**config.mk**
```make
export PLATFORM = sky130hd
export DESIGN_NAME = chan_fifo_bank_flat
export DESIGN_NICKNAME = d
export VERILOG_FILES = /design/src/logic/block_pkg.sv /design/src/logic/chan_fifo_if.sv /design/src/logic/chan_fifo_bank.sv /design/src/flat_wrapper.sv
export SDC_FILE = /design/constraint.sdc
export NUM_CORES = 1
export LEC_CHECK = 0
export ABC_AREA = 1
export BUFFER_PORTS_ARGS = -buffer_cell sky130_fd_sc_hd__clkbuf_2
export CORE_MARGIN = 10
export CORE_UTILIZATION = 50
export CTS_CLUSTER_SIZE = 8
export DETAILED_ROUTE_END_ITERATION = 12
export GPL_TIMING_DRIVEN = 0
export MAX_ROUTING_LAYER = met4
export PLACE_DENSITY = 0.66
export SLEW_MARGIN = 0
export SYNTH_ARGS = -nofsm -noshare
export SYNTH_HDL_FRONTEND = slang
export SYNTH_SLANG_ARGS = --single-unit
```
**constraint.sdc**
```tcl
create_clock -name CLK_n -period 3.7 [get_ports CLK_n]
set_input_delay 0.74 -clock CLK_n [delete_from_list [all_inputs] [get_ports CLK_n]]
set_output_delay 0.74 -clock CLK_n [all_outputs]
set_load 0.005 [all_outputs]
```
**src/logic/block_pkg.sv**
```systemverilog
package block_pkg;

  // --------------------
  // Widths and sizes
  // --------------------
  localparam int WORD_W   = 32;
  localparam int ADDR_W   = 9;   // 512 words, wraps
  localparam int COUNT_W  = 6;
  localparam int CHAN_W   = 2;
  localparam int NUM_CHAN = 4;

  typedef logic [WORD_W-1:0]  word_t;
  typedef logic [ADDR_W-1:0]  addr_t;
  typedef logic [COUNT_W-1:0] count_t;
  typedef logic [CHAN_W-1:0]  chan_t;

  // --------------------
  // State machines
  // --------------------
  typedef enum logic [2:0] {IDLE, LOAD, MEM_REQ, MEM_WAIT, DONE} mover_state_t;

  typedef enum logic [1:0] {ARB_IDLE, ARB_SERVE, ARB_RELEASE} arb_state_t;

endpackage

```
**src/logic/chan_fifo_if.sv**
```systemverilog
`timescale 1ns/1ps

interface chan_fifo_if;
  logic                           push;
  block_pkg::chan_t               push_chan;
  block_pkg::word_t               push_data;
  logic [block_pkg::NUM_CHAN-1:0] full;
  logic                           pop;
  block_pkg::chan_t               pop_chan;
  logic [block_pkg::NUM_CHAN-1:0] empty;
  block_pkg::word_t               pop_data;   // Head of pop_chan

  modport writer (output push, push_chan, push_data, input full);
  modport reader (output pop, pop_chan, input empty, pop_data);

  // Bank side of each half
  modport bank_wr (input push, push_chan, push_data, output full);
  modport bank_rd (input pop, pop_chan, output empty, pop_data);

endinterface

```
**src/logic/chan_fifo_bank.sv**
```systemverilog
`timescale 1ns/1ps

module chan_fifo_bank
#(
  parameter int FIFO_DEPTH = 8
)
(
  input  logic         CLK_n,
  input  logic         RST_MASTER,
  chan_fifo_if.bank_wr wr,
  chan_fifo_if.bank_rd rd
);

  localparam int PTR_W = (FIFO_DEPTH > 1) ? $clog2(FIFO_DEPTH) : 1;
  localparam int CNT_W = $clog2(FIFO_DEPTH + 1);

  block_pkg::word_t               mem_q    [block_pkg::NUM_CHAN][FIFO_DEPTH];
  logic [PTR_W-1:0]               wr_ptr_q [block_pkg::NUM_CHAN];
  logic [PTR_W-1:0]               rd_ptr_q [block_pkg::NUM_CHAN];
  logic [CNT_W-1:0]               occ_q    [block_pkg::NUM_CHAN];
  logic [block_pkg::NUM_CHAN-1:0] push_hit;
  logic [block_pkg::NUM_CHAN-1:0] pop_hit;

  function automatic logic [PTR_W-1:0] next_ptr(input logic [PTR_W-1:0] ptr);
    return (ptr == PTR_W'(FIFO_DEPTH - 1)) ? '0 : ptr + 1'b1;
  endfunction

  always_comb
  begin
    for (int c = 0; c < block_pkg::NUM_CHAN; c++)
    begin
      push_hit[c] = wr.push && (wr.push_chan == block_pkg::chan_t'(c));
      pop_hit[c]  = rd.pop && (rd.pop_chan == block_pkg::chan_t'(c));
      wr.full[c]  = (occ_q[c] == CNT_W'(FIFO_DEPTH));
      rd.empty[c] = (occ_q[c] == '0);
    end
  end

  assign rd.pop_data = mem_q[rd.pop_chan][rd_ptr_q[rd.pop_chan]];   // Fall-through head

  always_ff @(posedge CLK_n)
    if (wr.push)
      mem_q[wr.push_chan][wr_ptr_q[wr.push_chan]] <= wr.push_data;

  // --------------------
  // Pointers and counts
  // --------------------
  always_ff @(posedge CLK_n)
  begin
    for (int c = 0; c < block_pkg::NUM_CHAN; c++)
    begin
      if (!RST_MASTER)
      begin
        wr_ptr_q[c] <= '0;
        rd_ptr_q[c] <= '0;
        occ_q[c]    <= '0;
      end
      else
      begin
        if (push_hit[c])
          wr_ptr_q[c] <= next_ptr(wr_ptr_q[c]);
        if (pop_hit[c])
          rd_ptr_q[c] <= next_ptr(rd_ptr_q[c]);
        occ_q[c] <= occ_q[c] + CNT_W'(push_hit[c]) - CNT_W'(pop_hit[c]);
      end
    end
  end

  a_no_overflow: assert property (@(posedge CLK_n) disable iff (!RST_MASTER)
    wr.push |-> !wr.full[wr.push_chan])
    else $error("Push to a full channel");

  a_no_underflow: assert property (@(posedge CLK_n) disable iff (!RST_MASTER)
    rd.pop |-> !rd.empty[rd.pop_chan])
    else $error("Pop from an empty channel");

endmodule

```
**src/flat_wrapper.sv**
```systemverilog
// flat-port wrapper written by rule: the top's interface ports become plain ports
module chan_fifo_bank_flat 
#(
  parameter int FIFO_DEPTH = 8
)
  (CLK_n, RST_MASTER, wr_push, wr_push_chan, wr_push_data, wr_full, rd_pop, rd_pop_chan, rd_empty, rd_pop_data);
  chan_fifo_if wr_i ();
  chan_fifo_if rd_i ();
  input  logic CLK_n;
  input  logic RST_MASTER;
  input wire logic [$bits(wr_i.push)-1:0] wr_push;
  input wire logic [$bits(wr_i.push_chan)-1:0] wr_push_chan;
  input wire logic [$bits(wr_i.push_data)-1:0] wr_push_data;
  output wire logic [$bits(wr_i.full)-1:0] wr_full;
  input wire logic [$bits(rd_i.pop)-1:0] rd_pop;
  input wire logic [$bits(rd_i.pop_chan)-1:0] rd_pop_chan;
  output wire logic [$bits(rd_i.empty)-1:0] rd_empty;
  output wire logic [$bits(rd_i.pop_data)-1:0] rd_pop_data;
  assign wr_i.push = wr_push;
  assign wr_i.push_chan = wr_push_chan;
  assign wr_i.push_data = wr_push_data;
  assign wr_full = wr_i.full;
  assign rd_i.pop = rd_pop;
  assign rd_i.pop_chan = rd_pop_chan;
  assign rd_empty = rd_i.empty;
  assign rd_pop_data = rd_i.pop_data;
  chan_fifo_bank #(.FIFO_DEPTH(FIFO_DEPTH)) u_core (.CLK_n(CLK_n), .RST_MASTER(RST_MASTER), .wr(wr_i), .rd(rd_i));
endmodule
```
# Word level (Yosys, flattened, before mapping)
# Memory sizes are Yosys's and may differ from the RTL's.
# Index checks and enable logic that the tools add are counted.
dict set report word_totals {
  register_bits 0
  mem_bits_rw 1064
  input_bits 40
  out_inout_bits 40
  word_cells 123
  n_memories 4
}
dict set report op_classes {
  n_addsub 16
  order_cmp 3
  n_eq_ne 18
  muxes 53
  bitwise_logic 14
  reduce_logical 15
}
# memory words word_bits read_ports rd_ports_with_merged_regs write_ports line_no
set mem_list {}
lappend mem_list {u_core.mem_q 4 256 1 0 1 chan_fifo_bank.sv:17} ;# block_pkg::word_t mem_q [block_pkg::NUM_CHAN][FIFO_DEPTH];
lappend mem_list {u_core.occ_q 4 4 4 0 4 chan_fifo_bank.sv:20} ;# logic [CNT_W-1:0] occ_q [block_pkg::NUM_CHAN];
lappend mem_list {u_core.rd_ptr_q 4 3 5 0 4 chan_fifo_bank.sv:19} ;# logic [PTR_W-1:0] rd_ptr_q [block_pkg::NUM_CHAN];
lappend mem_list {u_core.wr_ptr_q 4 3 5 0 4 chan_fifo_bank.sv:18} ;# logic [PTR_W-1:0] wr_ptr_q [block_pkg::NUM_CHAN];
# operator count
set ops {}
lappend ops {{two-way mux 256 bit} 1}
lappend ops {{binary-select mux 32 bit (select 3 bit)} 1}
lappend ops {{demux 32 bit (select 3 bit)} 1}
lappend ops {{two-way mux 32 bit} 3}
lappend ops {{two-way mux 3 bit} 16}
lappend ops {{two-way mux 1 bit} 27}
lappend ops {{adder 3 x 1 -> 3 bit (second input constant)} 8}
lappend ops {{equality test 3 bit (second input constant)} 8}
lappend ops {{adder 4 x 1 -> 4 bit} 4}
lappend ops {{equality test 4 bit (second input constant)} 4}
lappend ops {{logical NOT 4 bit} 4}
lappend ops {{two-way mux 4 bit} 4}
lappend ops {{subtractor 4 x 1 -> 4 bit} 4}
lappend ops {{OR 1 bit} 12}
lappend ops {{logical AND 1 bit} 9}
lappend ops {{equality test 2 bit (second input constant)} 4}
lappend ops {{>= comparator 4 bit (second input constant)} 2}
lappend ops {{inverter 3 -> 4 bit} 2}
lappend ops {{equality test 2 x 1 -> 1 bit (second input constant)} 2}
lappend ops {{logical NOT 2 bit} 2}
lappend ops {{less-than comparator 4 x 1 -> 1 bit (second input constant)} 1}

# Depth between registers and ports, before layout
# Gate-level depths: netlist (run 1).
# An unclocked memory read counts as a cell.
dict set report depth {
  ltp_word 7
  depth_mapped 13
  depth_no_buf 11
}

# Least setup slack after synthesis (run 1)
# OpenSTA, ideal clock, no wires.
dict set report synth_timing {
  kind {in2reg}
  from {input port wr_push_chan[0]}
  to {memory u_core.mem_q[0][100] (netlist name) (enable)}
  setup_ns 0.421
  arrival_time_ns 2.793
  required_time_ns 3.279
  path_slack_ns 0.486
  cell_stages 7
  path_buffers 0
  path_cell_list {nand2_1 > inv_1 > nand2_1 > nand2_1 > nor3_1 > nand2_1 > nor2_1}
}
dict set report synth_via {
  elab_chain_len 7
  word_cells_on_any_way 8
  cone_classes {2 x order compare; 3 x mux; 1 x bitwise; 1 x reduce/logical; 1 x memory}
}
# item line_no
set synth_rtl {}
lappend synth_rtl {{start, declared} flat_wrapper.sv:12} ;# input wire logic [$bits(wr_i.push_chan)-1:0] wr_push_chan;
lappend synth_rtl {{memory (4 x 3 bit)} n/a}
lappend synth_rtl {{inverter 3 -> 4 bit (implied by the code)} chan_fifo_bank.sv:43} ;# mem_q[wr.push_chan][wr_ptr_q[wr.push_chan]] <= wr.push_data;
lappend synth_rtl {{>= comparator 4 bit (implied by the code) / less-than comparator 4 x 1 -> 1 bit (equally long branches)} chan_fifo_bank.sv:43}
lappend synth_rtl {{logical AND 1 bit (implied by the code)} chan_fifo_bank.sv:43}
lappend synth_rtl {{two-way mux 32 bit (implied by the code)} chan_fifo_bank.sv:43}
lappend synth_rtl {{demux 32 bit (select 3 bit)} chan_fifo_bank.sv:43}
lappend synth_rtl {{two-way mux 256 bit (implied by the code)} chan_fifo_bank.sv:43}
lappend synth_rtl {{end, declared} chan_fifo_bank.sv:17}
# Parallel ways exist; a longest one is shown, timed or not.

# Final worst setup path (run 1)
dict set report layout_timing {
  from {input port rd_pop_chan[0]}
  to {output port rd_pop_data[21]}
}
dict set report layout_via {
  elab_chain_len 5
  word_cells_on_any_way 6
  cone_classes {3 x mux; 1 x bitwise; 2 x memory}
}
# item line_no
set layout_rtl {}
lappend layout_rtl {{start, declared} flat_wrapper.sv:16} ;# input wire logic [$bits(rd_i.pop_chan)-1:0] rd_pop_chan;
lappend layout_rtl {{memory (4 x 3 bit)} n/a}
lappend layout_rtl {{inverter 3 -> 4 bit (implied by the code)} chan_fifo_bank.sv:39} ;# assign rd.pop_data = mem_q[rd.pop_chan][rd_ptr_q[rd.pop_chan]];
lappend layout_rtl {{binary-select mux 32 bit (select 3 bit) *} chan_fifo_bank.sv:39}
lappend layout_rtl {{two-way mux 32 bit (implied by the code) * (2 in series)} chan_fifo_bank.sv:39}
lappend layout_rtl {{end, declared} flat_wrapper.sv:18} ;# output wire logic [$bits(rd_i.pop_data)-1:0] rd_pop_data;
# Every way passes the cells marked *; elsewhere a longest branch is shown, timed or not. The select of a mux whose other input is x is not followed.

==> results of run 1 <==
## flip-flops by register name, summed over array words and instances, names as in the netlist
signal / flops
u_core.mem_q: 1024
u_core.occ_q: 16
u_core.rd_ptr_q: 12
u_core.wr_ptr_q: 12
## metal layers
| layer | vias up | routed length (µm) | global-route usage (%) |
|---|---|---|---|
| met5 | - | 0 | - |
| met1 | 15514 | 55700 | 37.3 |
| met2 | 1933 | 62200 | 40.5 |
| met3 | 272 | 15800 | 5.38 |
| met4 | 0 | 5920 | 11.3 |
| li1 | 14292 | - | - |
## worst max-delay path by stage
stage,end,slack (ns)
floorplan,u_core.mem_q[0][100]$_DFFE_PP_,0.49
global placement,u_core.mem_q[1][190]$_DFFE_PP_,-1.20
detailed placement,rd_pop_data[0],-0.17
CTS,rd_pop_data[12],0.002
global route,rd_pop_data[29],-0.01
finish,rd_pop_data[21],-0.04
## worst max-delay path: cells and delay by family
kind | cells | cell delay (ns)
buf+inv | 5 | 1.17
simple gates | 8 | 1.07
## stage by stage
step	std cells	setup TNS, ns	setup WS, ns	power, mW
final	5436	-0.0829	-0.0436	28.6
after floorplan	3971	0	0.486	15.1
after detailed placement	5243	-0.878	-0.169	16.4
after global routing	5435	-0.0492	-0.00986	29.3
after CTS	5430	0	0.00197	28.5
after global placement	5213	-989.08	-1.20	16.3
## kinds of logic after synthesis
| family | synth area share [%] |
|---|---|
| AND/OR/NAND/NOR | 23.7 |
| buffers and inverters | 3.59 |
| flip-flops | 71.0 |
| AO/OA/AOI/OAI | 0.291 |
| XOR/XNOR | 0.0783 |
| adder cells (fa/ha/maj) | 1.30 |
## final cells by class
type	instances	share of cell area [%]
diodes	1	0.00483
plain buffers	253	2.76
clock buffers	174	7.62
clock inverters	10	0.220
inverters	70	0.512
multi-input cells	2584	22.6
flip-flops and latches	1064	61.3
well taps	1165	2.81
repair buffers	115	2.15
## timing repair
action                     CTS  global route
pin swaps                    1             1
gates resized for setup     11            51
gates cloned                 0             1
setup endpoints to repair   32            31
setup buffers                3             3
## cells in the mapped netlist, types with 2 or more instances
cell | instances | area share, %
nor3b_1 | 8 | 0.13
a21oi_1 | 11 | 0.12
ha_1 | 40 | 1.1
buf_2 | 197 | 2.2
fa_1 | 4 | 0.18
nor3_1 | 2 | 0.022
inv_1 | 66 | 0.55
nand3b_1 | 3 | 0.050
inv_2 | 2 | 0.017
buf_6 | 5 | 0.13
clkbuf_1 | 21 | 0.18
o21ai_0 | 12 | 0.13
nand3_1 | 904 | 10
nor2_4 | 2 | 0.050
dfxtp_1 | 16 | 0.72
edfxtp_1 | 1048 | 70
buf_4 | 29 | 0.49
nor2_1 | 348 | 2.9
nand2_1 | 1241 | 10
xnor2_1 | 3 | 0.059
## power groups by stage
stage,Clock (mW),Combinational [mW],Sequential [mW]
floorplan,0,1.37,13.7
global placement,0,2.60,13.7
detailed placement,0,2.69,13.7
CTS,12.3,2.72,13.5
global route,12.8,3.02,13.5
finish,12.2,2.84,13.5
==> out/results.ini, run 1 <==
[status]
outcome=finished, violations left
failing_checks=negative setup slack

[power]
power.share.clock_pct=42.8
p_seq_share_pct=47.3
vdd.ir_drop.worst_mv=0.487
p_sw_mw=6.97
p_comb_share_pct=9.9
internal_power_mw=21.6
power.density_mw_per_mm2=551
power.leakage_nw=20.4
p_sw_share_pct=24.4

[critical_path]
critical_path_class=input port to output port
slowest_delay_ns=0.42
critical-path-top-cell-by-count=nand2_1
worst-endpoint-required_ns=2.96
crit-reg2reg-capture=u_core.mem_q[3][247]$_DFFE_PP_
timing.critical_path.fanout_max=10
cell_with_the_largest_stage_delay_on_the_worst_path=buf_2
path_cells=buf_6, inv_2, buf_2, buf_2, nand3_1, nand2_1, nor2_1, nand2_1, nand3_1, nand2_1, nand2_1, nand2_1, clkbuf_2
setup.worst_path.start=rd_pop_chan[0]
worst_ep_arrival_ns=3.00
worstRegToRegCells=5
r2r_slack_ns=0.76
element_type_at_the_critical_path_start=input port
crit_path_end_kind=output port
r2r-start=u_core.wr_ptr_q[2][0]$_SDFFCE_PP0P_

[cts]
clkTransAtPathRegs_ns=0.05
clock-sinks=1064
post_cts_hold_buffer_count=0
clock_path_buffers=3
root_buffer=clkbuf_16
cts_tree=built
numCtsBuffers=151
cts-htree-levels=4
worst_skew_pair.late_latency_ns=0.73

[cells_and_area]
final_layout_size_suffix_gt1_share_pct=13.5
post_layout_net_count=4323
area.sequential_mm2=0.0318
final_core_utilization_pct=58.5
area_delta_synth_final_pct=15.8
mostFrequentLayoutCells=1224 x nand2_1, 1048 x edfxtp_1, 898 x nand3_1, 315 x nor2_1, 169 x buf_2
multi_input_comb_area_mm2=0.0117
mostFrequentLayoutCell=nand2_1
num-fill-cells=7193
fin_area_mm2=0.0518

[place]
finalWeightedCongestion=0.988
dp.final_hpwl_um=90300
placed_area_mm2=0.0475
place.port_buffers=77

[grt]
grt_remaining_overflow=0
initial_antenna_violation_count=1
grt_pass1_wl_um=199000
grtUsageTotal_pct=27.5
first_global_vias=29785
grt_start_max_net_pins=33

[timing]
hold_viol=0
finalCritPeriodShare_pct=101
finalSetupViolations=2
worst_hold_slack_ns=0.538
final.setup.worst_slack_ns=-0.0436
setup_repair_after_global_routing_missed_its_margin=yes
slew_violations=0
worst_slew_margin_rel_pct=0.728
timing_worst_slew_pin_value_ns=1.49
worst_clock_skew_ns=0.0205
min_period_ns=3.74
max_freq_mhz=267

[yosys]
synthesis.nets=4055
ys_ff_latch=1064
ys_types=29
post_synth_edffs=1048
synth.cell_area_mm2=0.0448
ys_seq_area_share_pct=71.0
primary_flip_flop_cell_chosen_by_synthesis_mapping=edfxtp_1
syn-instance-count=3971
synthArstFlopShare_pct=0
synth.yosys.warnings=0
synthesis.area_per_instance_um2=11.3

[die]
i_o_pin_cnt=80
floorplan.die.width_um=319
placementRows=109
fp.dieArea_mm2=0.102
starting_utilization_of_the_core_area_pct=50.5
die_h_um=319
core-area_mm2=0.0886

[worst_hold_path]
worst_hold_path_type=input port to flip-flop
min_from=RST_MASTER
number_of_stages_on_the_worst_hold_path=4
min_delay_worst_endpoint=u_core.occ_q[1][5]$_SDFF_PN0_

[detailed_routing]
routed_via_density=5.89
detailedRoute.firstIterationViolations=4511
drtAntennaViolNets=0
drc_violations_left=0
detailroute.via_count=32011
average_wire_length_per_cell_after_detail_routing_um=25.7
routed_wirelength_um=140000
drt_pass1_iterations=6

[job]
max_cap_violations=0

(Power assumes the default switching activity.)
==> run 2, diff against run 1 <==
==> constraint.sdc (replaced) <==
create_clock -name CLK_n -period 3.7 [get_ports CLK_n]
set_input_delay 0.555 -clock CLK_n [delete_from_list [all_inputs] [get_ports CLK_n]]
set_output_delay 0.555 -clock CLK_n [all_outputs]
set_load 0.005 [all_outputs]
==> run 2 against run 1 <==
Against the previous run: the flow now finishes without violations; first-iteration DRC count fell by 2.1%; combinational power is 2% lower; clock skew increased by 0.0027 ns; critical path depth unchanged; worst setup slack improved by 0.11 ns; worst hold slack lost 0.18 ns; largest power group unchanged; critical endpoint is now rd_pop_data[22]; cell count shrank 0.11%; register-to-register slack better by 0.02 ns.
==> out/results.ini, run 2 (synthesized netlist as in run 1, its figures left out) <==
[timing]
worst_clock_skew_ns=0.0232  ; +0.00266 ns
max_freq_mhz=275  ; +3.0%
slew_violations=0  ; unchanged
hold_viol=0  ; unchanged
finalCritPeriodShare_pct=98.2  ; -2.9 points
timing_worst_slew_pin_value_ns=1.49  ; -0.000296 ns
finalSetupViolations=0  ; -2
worst_hold_slack_ns=0.355  ; -0.183 ns
min_period_ns=3.64  ; -0.108 ns
final.setup.worst_slack_ns=0.0648  ; +0.108 ns
worst_slew_margin_rel_pct=0.748  ; +0.020 points

[cells_and_area]
final_layout_size_suffix_gt1_share_pct=12.8  ; -0.68 points
area_delta_synth_final_pct=15.2
final_cells=5430  ; -0.11%
post_layout_net_count=4317  ; -0.14%
mostFrequentLayoutCell=nand2_1
mostFrequentLayoutCells=1241 x nand2_1, 1048 x edfxtp_1, 904 x nand3_1, 316 x nor2_1, 194 x buf_2
max_reg_flops=1024  ; unchanged

[power]
p_sw_share_pct=24.3  ; -0.077 points
power.share.clock_pct=42.8  ; about the same
p_sw_mw=6.93  ; -0.59%
p_seq_share_pct=47.4  ; about the same
vdd.ir_drop.worst_mv=0.487  ; about the same
internal_power_mw=21.6  ; -0.17%
power.density_mw_per_mm2=552  ; +0.19%
power.leakage_nw=20.3  ; -0.40%
p_comb_share_pct=9.7  ; -0.2 points

[cts]
worst_skew_pair.late_latency_ns=0.74  ; about the same
clkTransAtPathRegs_ns=0.05  ; about the same
numCtsBuffers=151  ; unchanged
post_cts_hold_buffer_count=0  ; unchanged
clock-sinks=1064  ; unchanged
cts_tree=built
clock_path_buffers=3  ; unchanged
cts-htree-levels=4  ; unchanged
root_buffer=clkbuf_16

[detailed_routing]
average_wire_length_per_cell_after_detail_routing_um=25.6  ; -0.41%
routed_via_density=5.88  ; -0.18%
drtAntennaViolNets=0  ; unchanged
detailroute.via_count=31919  ; -0.29%
routed_wirelength_um=139000  ; -0.52%
detailedRoute.firstIterationViolations=4418  ; -2.1%
drt_pass1_iterations=6  ; unchanged
drc_violations_left=0  ; unchanged

[die]
placementRows=109  ; unchanged
die_h_um=319  ; unchanged
i_o_pin_cnt=80  ; unchanged
floorplan.die.width_um=319  ; unchanged
core-area_mm2=0.0886  ; unchanged
starting_utilization_of_the_core_area_pct=50.5  ; unchanged
fp.dieArea_mm2=0.102  ; unchanged

[job]
max_cap_violations=0  ; unchanged

[grt]
grt_pass1_wl_um=199000  ; about the same
grtUsageTotal_pct=27.5  ; about the same
grt_start_max_net_pins=33  ; unchanged
grt_remaining_overflow=0  ; unchanged
initial_antenna_violation_count=2  ; +1
first_global_vias=29751  ; -0.11%

[worst_hold_path]
worst_hold_path_type=input port to flip-flop

[critical_path]
worst_ep_arrival_ns=3.08  ; +0.08 ns
critical_path_class=input port to output port
worst-endpoint-required_ns=3.14  ; +0.18 ns
timing.critical_path.fanout_max=10  ; unchanged
element_type_at_the_critical_path_start=input port
crit_path_end_kind=output port

[place]
dp.final_hpwl_um=90300  ; unchanged
place.port_buffers=77  ; unchanged
preCtsSetupSlack_ns=0.201  ; +0.370 ns
finalWeightedCongestion=0.988  ; unchanged
placed_cells_incl_taps=5243  ; unchanged

[status]
outcome=complete, no violations

[run 2: changes by cell type in the layout (fill, tap and decap cells not counted), sizes merged]
cell    delta
clkbuf    -18
buf       +12
[run 2: cell type report]
type | instances | area (µm²)
inverter | 70 | 265
clock buffer | 174 | 3950
clock inverter | 10 | 114
fill | 7203 | 37100
tap | 1165 | 1460
buffer | 253 | 1360
multi-input combinational | 2584 | 11600
sequential | 1064 | 31800
timing repair buffer | 109 | 1040
antenna | 1 | 2.50
[run 2: metrics by stage]
stage	instance area, µm²	power (mW)	TNS [ns]	util (%)
final	51600	28.5	0	58.2
after global routing	51600	29.2	-0.00869	58.2
after CTS	51600	28.5	0	58.2
after detailed placement	47500	16.4	0	53.6
after global placement	46600	16.3	-798.37	52.6
after floorplan	44800	15.1	0	-
[run 2: critical path: stages]
cell and delay [ns]:
buf_6 0.12, inv_2 0.13, buf_2 0.49, buf_2 0.49, nand3_1 0.16, nand2_1 0.10, nor2_1 0.04, nand2_1 0.05
nand3_1 0.21, nand2_1 0.20, nand2_1 0.08, nand2_1 0.25, clkbuf_2 0.18
[run 2: final timing paths]
check / from / endpoint / slack (ns) / cells after the start
max: rd_pop_chan[0] / rd_pop_data[22] / 0.06 / 13
min reg2reg: u_core.wr_ptr_q[3][0]$_SDFFCE_PP0P_ / u_core.wr_ptr_q[3][0]$_SDFFCE_PP0P_ / 0.61 / 1
min: RST_MASTER / u_core.occ_q[1][5]$_SDFF_PN0_ / 0.36 / 4
max reg2reg: u_core.wr_ptr_q[2][0]$_SDFFCE_PP0P_ / u_core.mem_q[3][249]$_DFFE_PP_ / 0.78 / 5
[run 2: timing repair]
action / CTS / global route
buffers inserted: 0 / 1
gates resized for setup: 1 / 3
cloned: 0 / 0
endpoints found under the setup margin: 17 / 8
[run 2: per-layer routing]
layer	global-route usage [%]	share of wire, %	up-vias
met3	5.43	11	270
met1	37.3	40	15505
met5	-	0	-
met4	11.4	4.2	0
li1	-	-	14285
met2	40.3	44	1859
[run 2: power groups by stage]
stage	combinational, mW	clock (mW)	sequential (mW)
final	2.77	12.2	13.5
after global routing	2.96	12.8	13.5
after CTS	2.70	12.3	13.5
after detailed placement	2.69	0	13.7
after global placement	2.60	0	13.7
after floorplan	1.37	0	13.7
