==> src/logic/block_pkg.sv <==
package block_pkg;

  // --------------------
  // Widths and sizes
  // --------------------
  localparam int WORD_W   = 32;
  localparam int ADDR_W   = 9;   // 512 words, wraps
  localparam int COUNT_W  = 6;
  localparam int CHAN_W   = 2;
  localparam int NUM_CHAN = 4;

  typedef logic [WORD_W-1:0]  word_t;
  typedef logic [ADDR_W-1:0]  addr_t;
  typedef logic [COUNT_W-1:0] count_t;
  typedef logic [CHAN_W-1:0]  chan_t;

  // --------------------
  // State machines
  // --------------------
  typedef enum logic [2:0] {IDLE, LOAD, MEM_REQ, MEM_WAIT, DONE} mover_state_t;

  typedef enum logic [1:0] {ARB_IDLE, ARB_SERVE, ARB_RELEASE} arb_state_t;

endpackage

==> src/logic/block_job_if.sv <==
`timescale 1ns/1ps

interface block_job_if;
  logic              req;
  block_pkg::chan_t  chan;
  block_pkg::addr_t  addr;    // Start address
  block_pkg::count_t count;   // Words requested
  logic              ack;
  block_pkg::count_t sent;    // Words moved

  modport host
  (
    output req, chan, addr, count,
    input  ack, sent
  );

  modport mover
  (
    input  req, chan, addr, count,
    output ack, sent
  );

endinterface

==> src/logic/chan_fifo_if.sv <==
`timescale 1ns/1ps

interface chan_fifo_if;
  logic                           push;
  block_pkg::chan_t               push_chan;
  block_pkg::word_t               push_data;
  logic [block_pkg::NUM_CHAN-1:0] full;
  logic                           pop;
  block_pkg::chan_t               pop_chan;
  logic [block_pkg::NUM_CHAN-1:0] empty;
  block_pkg::word_t               pop_data;   // Head of pop_chan

  modport writer (output push, push_chan, push_data, input full);
  modport reader (output pop, pop_chan, input empty, pop_data);

  // Bank side of each half
  modport bank_wr (input push, push_chan, push_data, output full);
  modport bank_rd (input pop, pop_chan, output empty, pop_data);

endinterface

==> src/logic/mem_port_if.sv <==
`timescale 1ns/1ps

interface mem_port_if;
  logic             req;
  logic             we;
  block_pkg::addr_t addr;
  block_pkg::word_t wdata;
  logic             ack;
  block_pkg::word_t rdata;   // Valid with ack on a read

  modport requester
  (
    output req, we, addr, wdata,
    input  ack, rdata
  );

  modport arbiter
  (
    input  req, we, addr, wdata,
    output ack, rdata
  );

endinterface

==> src/logic/fill_mover.sv <==
`timescale 1ns/1ps

module fill_mover
(
  input  logic          CLK_n,
  input  logic          RST_MASTER,
  block_job_if.mover    job,
  chan_fifo_if.reader   src,
  mem_port_if.requester mem
);

  block_pkg::mover_state_t state_q;
  block_pkg::chan_t        chan_q;
  block_pkg::addr_t        addr_q;
  block_pkg::count_t       count_q;
  block_pkg::count_t       sent_q;
  block_pkg::word_t        data_q;
  logic                    req_q;
  logic                    ack_q;
  logic                    finish;

  assign finish = (sent_q == count_q) || src.empty[chan_q];   // Done or ran dry

  assign src.pop      = (state_q == block_pkg::LOAD) && !finish;
  assign src.pop_chan = chan_q;
  assign mem.req      = req_q;
  assign mem.we       = 1'b1;
  assign mem.addr     = addr_q + block_pkg::addr_t'(sent_q);   // Wraps at 512
  assign mem.wdata    = data_q;
  assign job.ack      = ack_q;
  assign job.sent     = sent_q;

  always_ff @(posedge CLK_n)
  begin
    if ((state_q == block_pkg::IDLE) && job.req)
    begin
      chan_q  <= job.chan;
      addr_q  <= job.addr;
      count_q <= job.count;
    end
    if (src.pop)
      data_q <= src.pop_data;
  end

  always_ff @(posedge CLK_n)
  begin
    if (!RST_MASTER)
    begin
      state_q <= block_pkg::IDLE;
      sent_q  <= '0;
      req_q   <= 1'b0;
      ack_q   <= 1'b0;
    end
    else
    begin
      case (state_q)
        block_pkg::IDLE:
          if (job.req)
          begin
            sent_q  <= '0;
            state_q <= block_pkg::LOAD;
          end
        block_pkg::LOAD:
          if (finish)
          begin
            ack_q   <= 1'b1;
            state_q <= block_pkg::DONE;
          end
          else
          begin
            req_q   <= 1'b1;   // Word is popped this cycle
            state_q <= block_pkg::MEM_REQ;
          end
        block_pkg::MEM_REQ:
          if (mem.ack)
          begin
            req_q   <= 1'b0;
            sent_q  <= sent_q + 1'b1;
            state_q <= block_pkg::MEM_WAIT;
          end
        block_pkg::MEM_WAIT:
          if (!mem.ack)
            state_q <= block_pkg::LOAD;
        block_pkg::DONE:
          if (!job.req)
          begin
            ack_q   <= 1'b0;
            state_q <= block_pkg::IDLE;
          end
        default:
          state_q <= block_pkg::IDLE;
      endcase
    end
  end

  a_ack_after_req: assert property (@(posedge CLK_n) disable iff (!RST_MASTER)
    $rose(mem.ack) |-> mem.req)
    else $error("Memory ack without a request");

endmodule

==> src/flat_wrapper.sv <==
// flat-port wrapper written by rule: the top's interface ports become plain ports
module fill_mover_flat 
  (CLK_n, RST_MASTER, job_req, job_chan, job_addr, job_count, job_ack, job_sent, src_pop, src_pop_chan, src_empty, src_pop_data, mem_req, mem_we, mem_addr, mem_wdata, mem_ack, mem_rdata);
  block_job_if job_i ();
  chan_fifo_if src_i ();
  mem_port_if mem_i ();
  input  logic CLK_n;
  input  logic RST_MASTER;
  input wire logic [$bits(job_i.req)-1:0] job_req;
  input wire logic [$bits(job_i.chan)-1:0] job_chan;
  input wire logic [$bits(job_i.addr)-1:0] job_addr;
  input wire logic [$bits(job_i.count)-1:0] job_count;
  output wire logic [$bits(job_i.ack)-1:0] job_ack;
  output wire logic [$bits(job_i.sent)-1:0] job_sent;
  output wire logic [$bits(src_i.pop)-1:0] src_pop;
  output wire logic [$bits(src_i.pop_chan)-1:0] src_pop_chan;
  input wire logic [$bits(src_i.empty)-1:0] src_empty;
  input wire logic [$bits(src_i.pop_data)-1:0] src_pop_data;
  output wire logic [$bits(mem_i.req)-1:0] mem_req;
  output wire logic [$bits(mem_i.we)-1:0] mem_we;
  output wire logic [$bits(mem_i.addr)-1:0] mem_addr;
  output wire logic [$bits(mem_i.wdata)-1:0] mem_wdata;
  input wire logic [$bits(mem_i.ack)-1:0] mem_ack;
  input wire logic [$bits(mem_i.rdata)-1:0] mem_rdata;
  assign job_i.req = job_req;
  assign job_i.chan = job_chan;
  assign job_i.addr = job_addr;
  assign job_i.count = job_count;
  assign job_ack = job_i.ack;
  assign job_sent = job_i.sent;
  assign src_pop = src_i.pop;
  assign src_pop_chan = src_i.pop_chan;
  assign src_i.empty = src_empty;
  assign src_i.pop_data = src_pop_data;
  assign mem_req = mem_i.req;
  assign mem_we = mem_i.we;
  assign mem_addr = mem_i.addr;
  assign mem_wdata = mem_i.wdata;
  assign mem_i.ack = mem_ack;
  assign mem_i.rdata = mem_rdata;
  fill_mover u_core (.CLK_n(CLK_n), .RST_MASTER(RST_MASTER), .job(job_i), .src(src_i), .mem(mem_i));
endmodule
==> config.mk <==
export PLATFORM = sky130hd
export DESIGN_NAME = fill_mover_flat
export DESIGN_NICKNAME = d
export VERILOG_FILES = /design/src/logic/block_pkg.sv /design/src/logic/block_job_if.sv /design/src/logic/chan_fifo_if.sv /design/src/logic/mem_port_if.sv /design/src/logic/fill_mover.sv /design/src/flat_wrapper.sv
export SDC_FILE = /design/constraint.sdc
export NUM_CORES = 1
export LEC_CHECK = 0
export ABC_AREA = 1
export BUFFER_PORTS_ARGS = -buffer_cell sky130_fd_sc_hd__buf_4
export CELL_PAD_IN_SITES_DETAIL_PLACEMENT = 0
export CELL_PAD_IN_SITES_GLOBAL_PLACEMENT = 2
export CORE_UTILIZATION = 23
export CTS_CLUSTER_DIAMETER = 150
export CTS_CLUSTER_SIZE = 14
export DETAILED_ROUTE_END_ITERATION = 7
export PLACE_DENSITY_LB_ADDON = 0.1
export SKIP_LAST_GASP = 1
export SYNTH_ARGS = -nofsm -noshare
export SYNTH_HDL_FRONTEND = slang
export SYNTH_SLANG_ARGS = --single-unit
==> constraint.sdc <==
create_clock -name CLK_n -period 1.7 [get_ports CLK_n]
set_input_delay 0 -clock CLK_n [delete_from_list [all_inputs] [get_ports CLK_n]]
set_output_delay 0 -clock CLK_n [all_outputs]
set_load 0.03 [all_outputs]
Word-level counts from Yosys, hierarchy flattened:

Index checks and enable logic that the tools add are counted.

* div/mod/pow operators: 0
* reductions and logical operators: 12
* add/sub/neg operators: 2
* shift operators: 0
* magnitude comparators: 1
* bitwise gates (word level): 0
* multiply operators: 0
* equality and inequality tests: 11
* multiplexer cells: 17

Operator list (count)
* $mux W3: 5
* $pmux W3 S5: 1
* $mux W6: 2
* $pmux W6 S2: 1
* $ne A2 B2 Y1 const B: 5
* $add A9 B6 Y9: 1
* $reduce_and A3 Y1: 3
* $add A6 B1 Y6 const B: 1
* $eq A3 B2 Y1 const B: 2
* $eq A6 B6 Y1: 1
* $reduce_bool A2 Y1: 3
* $mux W1: 5
* $pmux W1 S2: 2
* $reduce_and A4 Y1: 1
* $eq A3 B1 Y1 const B: 1
* $eq A3 B3 Y1 const B: 1
* $logic_not A3 Y1: 1
* $lt A2 B3 Y1 const B: 1
* $bmux W1 S2: 1
* $logic_and A1 B1 Y1: 2
* $ne A2 B1 Y1 const B: 1
* $logic_not A1 Y1: 1
* $logic_or A1 B1 Y1: 1

* input port bits: 89
* memory bits (writable): 0
* bits in latches: 0
* ROM bits: 0
* word-level logic and storage cells: 51
* output and inout port bits: 53
* memories kept: 0
* register bits: 60

Longest topological paths before layout:

Gate-level depths: netlist of run 1.

* depth after elaboration: 5
* depth in mapped cells: 9

Least setup slack after synthesis of run 1:

Ideal clock, no wire load.

* kind: reg2reg
* start point: register u_core.chan_q[0], in the netlist u_core.src.pop_chan[0]
* end point: register u_core.data_q[0], in the netlist u_core.mem.wdata[0], enable pin
* cell stages (with the launch flop): 8
* setup slack: -532 ps
* setup time: 395 ps
* arrival time: 1836 ps
* cells stage by stage: edfxtp_1 > nand2_1 > o21ai_0 > nand2_1 > nand2_1 > inv_1 > nand3_1 > inv_1

* cells in the longest elaborated chain, start to end: 5

Ends and longest elaborated chain
* start, declared: line fill_mover.sv:13 `block_pkg::chan_t chan_q;`
* start signal, assigned: line fill_mover.sv:37 `chan_q <= job.chan;`
* $bmux W1 S2: line fill_mover.sv:22 `assign finish = (sent_q == count_q) || src.empty[chan_q];`
* $mux W1 (not written as such): line fill_mover.sv:22
* $logic_or A1 B1 Y1: line fill_mover.sv:22
* $logic_not A1 Y1: line fill_mover.sv:24 `assign src.pop = (state_q == block_pkg::LOAD) && !finish;`
* $logic_and A1 B1 Y1: line fill_mover.sv:24
* net src_pop: line flat_wrapper.sv:15 `output wire logic [$bits(src_i.pop)-1:0] src_pop;`
* end signal, assigned: line fill_mover.sv:42 `data_q <= src.pop_data;`
* end, declared: line fill_mover.sv:17 `block_pkg::word_t data_q;`

The timed path passes the listed nets, and every way through them passes these cells. The select of a mux whose other input is x is not followed.
A chain may end at the register's enable or synchronous reset.

Worst setup path after layout of run 1:

* start point: register u_core.addr_q[0]
* end point: output port mem_addr[6]

* cells in the longest elaborated chain, start to end: 1

Ends and longest elaborated chain
* start, declared: line fill_mover.sv:14 `block_pkg::addr_t addr_q;`
* start signal, assigned: line fill_mover.sv:38 `addr_q <= job.addr;`
* $add A9 B6 Y9: line fill_mover.sv:28 `assign mem.addr = addr_q + block_pkg::addr_t'(sent_q);`
* end, declared: line flat_wrapper.sv:21 `output wire logic [$bits(mem_i.addr)-1:0] mem_addr;`

No other way between the ends.

==> results of run 1 <==
==> cell families (layout without fill, tap and decap cells) <==
logic type               count (synthesis)  in the layout
adder cells (fa/ha/maj)                  8              8
buffers and inverters                   42            242
flip-flops                              60             60
XOR/XNOR                                 9              9
AO/OA/AOI/OAI                           25             25
AND/OR/NAND/NOR                         77             77
other                                    1              1
==> metrics by stage <==
stage	power, uW	area (um2)	utilization	cells	TNS [ns]
2_1_floorplan	3260	2610	-	222	-7.47
3_3_place_gp	4020	3690	0.342	479	0
3_5_place_dp	4020	3690	0.342	479	0
4_1_cts	5540	4580	0.424	555	-1.78
5_1_grt	5870	4700	0.436	562	-2.12
6_report	5550	4700	0.436	562	-1.28
==> Yosys cell counts (all sizes together) (3+ instances only) <==
cell / number
nor2: 11
inv: 41
nand4: 4
xor2: 8
a21oi: 13
nor3: 3
dfxtp: 11
edfxtp: 49
o21ai: 9
nand3: 10
nand2: 47
ha: 7
==> area by class of cell <==
class,count,share of cell area
multi-input cells,120,0.184
well taps,140,0.0373
inverters,41,0.0341
clock inverters,7,0.0122
clock buffers,9,0.0263
flip-flops and latches,60,0.364
repair buffers,185,0.342
==> state kept, by name (all words and copies together) (netlist names) <==
register and count:
u_core.addr_q 9, u_core.src.pop_chan 2, u_core.state_q 3, u_core.count_q 6
u_core.job.sent 6, u_core.job.ack 1, u_core.mem.req 1, u_core.mem.wdata 32
==> repair_timing <==
action / CTS / global route
endpoints found under the hold margin: 53 / 0
setup endpoints to repair: 8 / 40
hold buffers: 50 / 0
buffers inserted: 9 / 8
gates resized for setup: 21 / 25
pin swaps: 15 / 17
cloned: 1 / 1
==> placed cells by master, fill, tap and decap left out, types with 2 or more instances in the layout <==
cell,count
nand3_1,6
clkbuf_8,9
edfxtp_1,49
xor2_2,3
nor3_2,2
dfxtp_4,5
buf_12,3
buf_4,121
o21ai_4,2
inv_6,3
nor2_2,2
a21oi_1,11
nand2_2,5
ha_1,2
o21ai_0,3
dlygate4sd3_1,50
buf_6,9
o21ai_1,2
dfxtp_1,5
ha_4,5
nand4_1,4
o21ai_2,2
nor2_1,8
nand2_1,42
xor2_1,5
inv_1,35
nand3_2,3
clkinvlp_4,4
inv_2,4
==> worst register-to-register path, stage by stage, from the launching register on <==
cell        delay [ns]
dfxtp_4           0.38
buf_6             0.10
inv_2             0.04
nand2_2           0.07
nand2_2           0.06
nor2_4            0.12
nand3_2           0.09
nand3_2           0.09
clkinvlp_4        0.12
buf_12            0.15
clkbuf_16         0.16
==> final timing paths <==
path | end | cells after the start
worst max register to register | u_core.mem.wdata[31] | 10
worst min register to register | u_core.job.ack | 2
worst max-delay path | mem_addr[6] | 8
worst min-delay path | u_core.state_q[2] | 3
==> power by group <==
group	total [uW]	internal, uW	switching, uW	leakage (uW)
sequential	2140	1970	163	0.000548
combinational	2190	930	1260	0.00139
clock	1220	546	676	0.0000829
total	5550	3450	2100	0.00203
==> metal layers <==
layer  vias to the layer above  part of all wire
met4                         0             0.014
met2                        86              0.47
met3                        10             0.085
li1                       1126                 -
met5                         -                 0
met1                       997              0.43
==> results.md, run 1 <==
* Outcome: complete, but fails checks
* Failing checks: setup timing
* RSZ-0062 raised after global routing: yes
* CTS Buf Count at 9
* Grt ovf at 0
* P_leak at 0.00203 uW
* Die area at around 0.011 mm2
* Post-synth top area cell: edfxtp_1
* Worst IR drop on VDD at 0.617 mV
* IO Count at roughly 140
* Worst path bufs/invs at 2
* Via density at between 3 and 4
* Post-Syn Instances at around 220
* Die height at about 110 um
* Met2 Usage GRT at 0.211
* Met1 Use GR at 0.150
* Worst setup path start: u_core.addr_q[0]
* Slew Limit Fails at 0
* Required time of the critical path at 1.70 ns
* Area grow syn2layout at 84.8%
* Clock sinks at 60
* Clk_lat worst skew at approximately 0.34 ns
* Clock root buffer: clkbuf_8
* TritonRoute pass-1 iters at 4
* Vias in the first global route at between 2000 and 2500
* Port Buffers at ~110
* Clock Skew at about 0.017 ns
* Critical hold path startpoint: job_req
* Total of max-cap violations at 0
* Final Wtd Congestion at just under 0.7
* CP max-delay cell: fa_2
* Setup WS pre-CTS at roughly 0.00012 ns
* First DRT Iteration DRCs at 58
* Power density cells at between 1000 and 1500 mW/mm2
* Core area at approximately 0.011 mm2
* Fillers at roughly 1000
* GRT Resource Usage Total at 0.129
* Wire per inst at ~13 um
* Xor-xnor portion of the synthesized cell area at 0.0310
* R2R setup slack at 0.09 ns
* Met3 Usage GRT at 0.0492
* CP peak stage delay at 0.38 ns
* Critical Path AT at 2.02 ns
* Complex-gate fraction of the synthesized area at 0.0600
* Worst setup SP type: flip-flop
* Largest cells by area after synthesis: edfxtp_1, dfxtp_1, nand2_1, inv_1, ha_1
* Syn. warnings at 0
* Share of layout cells above drive strength 1 at 0.464
* Hold slack at roughly 0.025 ns
* Register area share after synthesis at 0.665
* Period utilization at 1.19
* Fmax at between 0.4 and 0.5 GHz
* Finish-stage setup viols at 7
* Initial Util at 0.236
* Antenna diode count at 0
* Top FF cell, synth: edfxtp_1
* Post-route DRC at 0
* Final setup margin at -0.319 ns
* Sequential cell area at approximately 0.0017 mm2
* Die Wd at 107 um
* Launching point of the worst reg2reg path: u_core.job.sent[2]
* CP Class: flip-flop to output port
* Multiplexer area fraction after synthesis at 0
* Initial antenna violation count at 0
* Vias at 2219
* Row Count at 38
* Max Root-Sink Buffers at 2
* First-pass GRT wire length at around 11 mm
* Final WL at between 7 and 8 mm
* Critical path fanouts, max at 3
* Crit path cell chain: ha_4 -> inv_4 -> fa_2 -> o21ai_4 -> a21oi_2 -> o21bai_2 -> xor2_2 -> buf_6
* Fraction of registers with async set/reset at 0
* Largest net degree at the start of global routing at 17
* Netlist cell types at 27
* H-Tree Depth at 3
* Fin nets at ~510
* Post-synthesis register bit count at 60
* Delay-heaviest family, CP: adder cells
* Worst min path class: input port to flip-flop
* Busiest grt layer: met2
* CTS clock-pin slew for the worst setup and hold paths at roughly 0.080 ns
* Yosys top cell area share at 0.578
* Syn nets at roughly 320
* Synthesized cell area at 0.00254 mm2
* Final min period at 2.02 ns
* Crit path capture type: output port
* Detail Placement HPWL at around 4.7 mm
* Post-synth EDFFs at ~50
* CTS tree: built
* ANT nets after route at 0
* Final Hold Vio Count at 0
* Synth Area in Adders at 0.0423
* Multi-input logic area at roughly 860 um2
* Syn_area_per_cell at ~11 um2
* Post-synthesis simple-gate area fraction at 0.137
* Main combinational cell family by area after synthesis: simple AND/OR/NAND/NOR gates
Power figures use the tool's default switching activity.
==> run 2: changes to the inputs <==
PLACE_DENSITY = 0.72   (was default)
PLACE_DENSITY_LB_ADDON = default   (was 0.1)
==> run 2 against run 1 <==
The run still ends with setup timing left. Wire length up 4.4%. Count of clock-buffer cells in the layout unchanged. Critical path type unchanged. Cell area down 0.37%. First-iteration DRC count up 24%. Sequential share of layout area up 0.14 points. Hold slack better by 0.0036 ns. Clock skew down 0.0085 ns. Critical endpoint unchanged. Die area unchanged. Critical path depth unchanged. Flip-flop and latch count unchanged.
==> results.md, run 2 (synthesis gave the netlist of run 1 again) <==
* Period utilization at 1.20 (was 1.19)
* Commonest non-fill, non-tap cell in the layout: buf_4 (unchanged)
* Largest net degree at the start of global routing at 18 (was 17)
* Die area at 0.0115 mm2 (unchanged)
* CTS clock-pin slew for the worst setup and hold paths at 0.07 ns (was 0.08 ns)
* Required time of the critical path at 1.70 ns (about the same)
* Clock Skew at 0.00829 ns (was 0.0168 ns)
* Antenna diode count at 0 (unchanged)
* Share of layout cells above drive strength 1 at 0.467 (was 0.464)
* Critical Path AT at 2.05 ns (was 2.02 ns)
* GRT Resource Usage Total at 0.135 (was 0.129)
* Switching Power at 2050 uW (was 2100 uW)
* ANT nets after route at 0 (unchanged)
* Outcome: complete, but fails checks (unchanged)
* Slew Limit Fails at 0 (unchanged)
* Finish-stage setup viols at 6 (was 7)
* Commonest non-fill, non-tap cells in the layout: buf_4, dlygate4sd3_1, edfxtp_1 (unchanged)
* Power density cells at 1160 mW/mm2 (was 1180 mW/mm2)
* CP max-delay cell: edfxtp_1 (was fa_2)
* Worst min path class: input port to flip-flop (unchanged)
* Port Buffers at 108 (unchanged)
* Part of the power in the clock network at 0.212 (was 0.220)
* Grt ovf at 0 (unchanged)
* Vias at 2284 (was 2219)
* Via density at 4.06 (was 3.95)
* Switching part of the total at 0.377 (was 0.378)
* Crit path cell chain: ha_4 -> inv_4 -> fa_2 -> o21ai_4 -> a21oi_2 -> o21bai_2 -> xor2_2 -> buf_6 (unchanged)
* Fin nets at 514 (unchanged)
* Critical path fanouts, max at 3 (unchanged)
* Final Hold Vio Count at 0 (unchanged)
* Clock root buffer: clkbuf_8 (unchanged)
* Worst IR drop on VDD at 0.682 mV (was 0.617 mV)
* CTS tree: built (unchanged)
* First DRT Iteration DRCs at 72 (was 58)
* R2R depth at 10 (unchanged)
* Fmax at 0.488 GHz (was 0.495 GHz)
* Core area at 0.0108 mm2 (unchanged)
* Die height at 107 um (unchanged)
* Initial Util at 0.236 (unchanged)
* R2R setup slack at 0.09 ns (about the same)
* Crit path capture type: output port (unchanged)
* First-pass GRT wire length at 11.6 mm (was 11.1 mm)
* Die Wd at 107 um (unchanged)
* Max reg flops at 32 (unchanged)
* RR Endpoint: u_core.mem.wdata[30] (was u_core.mem.wdata[31])
* CTS Buf Count at 9 (unchanged)
* Launching point of the worst reg2reg path: u_core.job.sent[0] (was u_core.job.sent[2])
* P_leak at 0.00201 uW (was 0.00203 uW)
* Initial antenna violation count at 0 (unchanged)
* Max Root-Sink Buffers at 2 (unchanged)
* Total of max-cap violations at 0 (unchanged)
* Worst setup path start: u_core.addr_q[0] (unchanged)
* Row Count at 38 (unchanged)
* Area grow syn2layout at 84.1% (was 84.8%)
* CP Class: flip-flop to output port (unchanged)
* Clock sinks at 60 (unchanged)
* Post-route DRC at 0 (unchanged)
* Hold depth at 3 (unchanged)
* Final Util at 0.434 (was 0.436)
* CP peak stage delay at 0.38 ns (about the same)
* Detail Placement HPWL at 4.76 mm (was 4.72 mm)
* IO Count at 142 (unchanged)
* Vias in the first global route at 2408 (was 2277)
* Crit path capture: mem_addr[6] (unchanged)
* Failing checks: setup timing (unchanged)
* Final min period at 2.05 ns (was 2.02 ns)
* Logic pwr share at 0.395 (was 0.394)
* Setup TNS at -1.31 ns (was -1.28 ns)
* P_int at 3400 uW (was 3450 uW)
* Final setup margin at -0.348 ns (was -0.319 ns)
* Register share of total power at 0.393 (was 0.385)
* Final Non-Filler Cells at 562 (unchanged)
* Worst setup SP type: flip-flop (unchanged)
* H-Tree Depth at 3 (unchanged)
* Final Wtd Congestion at 0.756 (was 0.695)
* Placed insts at 477 (was 479)
* Clk_lat worst skew at 0.33 ns (was 0.34 ns)
* Wire per inst at 13.2 um (was 12.6 um)
* RSZ-0062 raised after global routing: yes (unchanged)
* TritonRoute pass-1 iters at 4 (unchanged)
* Final WL at 7.40 mm (was 7.09 mm)
==> run 2: changes by cell type in the layout (fill, tap and decap cells not counted), sizes merged <==
cell	delta
clkbuf	-1
buf	+1
clkinvlp	+1
clkinv	+1
inv	-2
==> run 2: layout make-up <==
cell class                      instances  area, um2
Inverter                               41        160
Timing Repair Buffer                  185       1580
Fill cell                            1017       6110
Clock inverter                          7       52.6
Sequential cell                        60       1710
Tap cell                              140        175
Multi-Input combinational cell        120        877
Clock buffer                            9        124
==> run 2: worst min-delay path by stage <==
stage | to | from | slack (ns)
after CTS | u_core.state_q[2] | job_req | 0.01
after global placement | u_core.mem.wdata[19] | src_pop_data[19] | 0.18
after detailed placement | u_core.mem.wdata[16] | src_pop_data[16] | 0.18
after floorplan | u_core.mem.req | RST_MASTER | 0.1
final | u_core.state_q[2] | job_req | 0.03
after global routing | u_core.job.sent[4] | mem_ack | 0.04
==> run 2: power by group through the flow <==
stage          registers (uW)  clock network (uW)  logic [uW]
6_report                 2140                1160        2150
5_1_grt                  2180                1280        2330
4_1_cts                  2140                1200        2150
3_5_place_dp             2160                   0        1820
3_3_place_gp             2150                   0        1820
2_1_floorplan            2490                   0         769
==> run 2: critical path, delay by kind of cell, from the launching register on <==
kind | cells | cell delay (ns)
adder cells (fa/ha/maj) | 2 | 0.54
AO/OA/AOI/OAI | 3 | 0.46
flip-flops | 1 | 0.38
buffers and inverters | 2 | 0.18
XOR/XNOR | 1 | 0.16
==> run 2: what timing repair did <==
item | 4_1_cts | 5_1_grt
gates cloned | 1 | 0
gates resized for setup | 28 | 25
pin swaps | 14 | 16
setup buffers | 13 | 8
endpoints found under the hold margin | 53 | 0
endpoints found under the setup margin | 8 | 41
hold buffers | 50 | 0
==> run 2: metrics by stage <==
stage | setup WS, ns | area [um2] | hold slack [ns] | total power (uW)
floorplan | -0.231 | 2610 | 0.0976 | 3260
global placement | 0.0174 | 3660 | 0.178 | 3970
detailed placement | -0.0205 | 3660 | 0.179 | 3980
CTS | -0.333 | 4590 | 0.0133 | 5490
global route | -0.453 | 4680 | 0.0387 | 5790
finish | -0.348 | 4680 | 0.0289 | 5450
==> run 2: metal layers <==
| metal | GRT usage | share of wire |
|---|---|---|
| met2 | 0.232 | 0.48 |
| met5 | 0 | 0 |
| met1 | 0.143 | 0.40 |
| met4 | 0.0479 | 0.015 |
| met3 | 0.0638 | 0.10 |
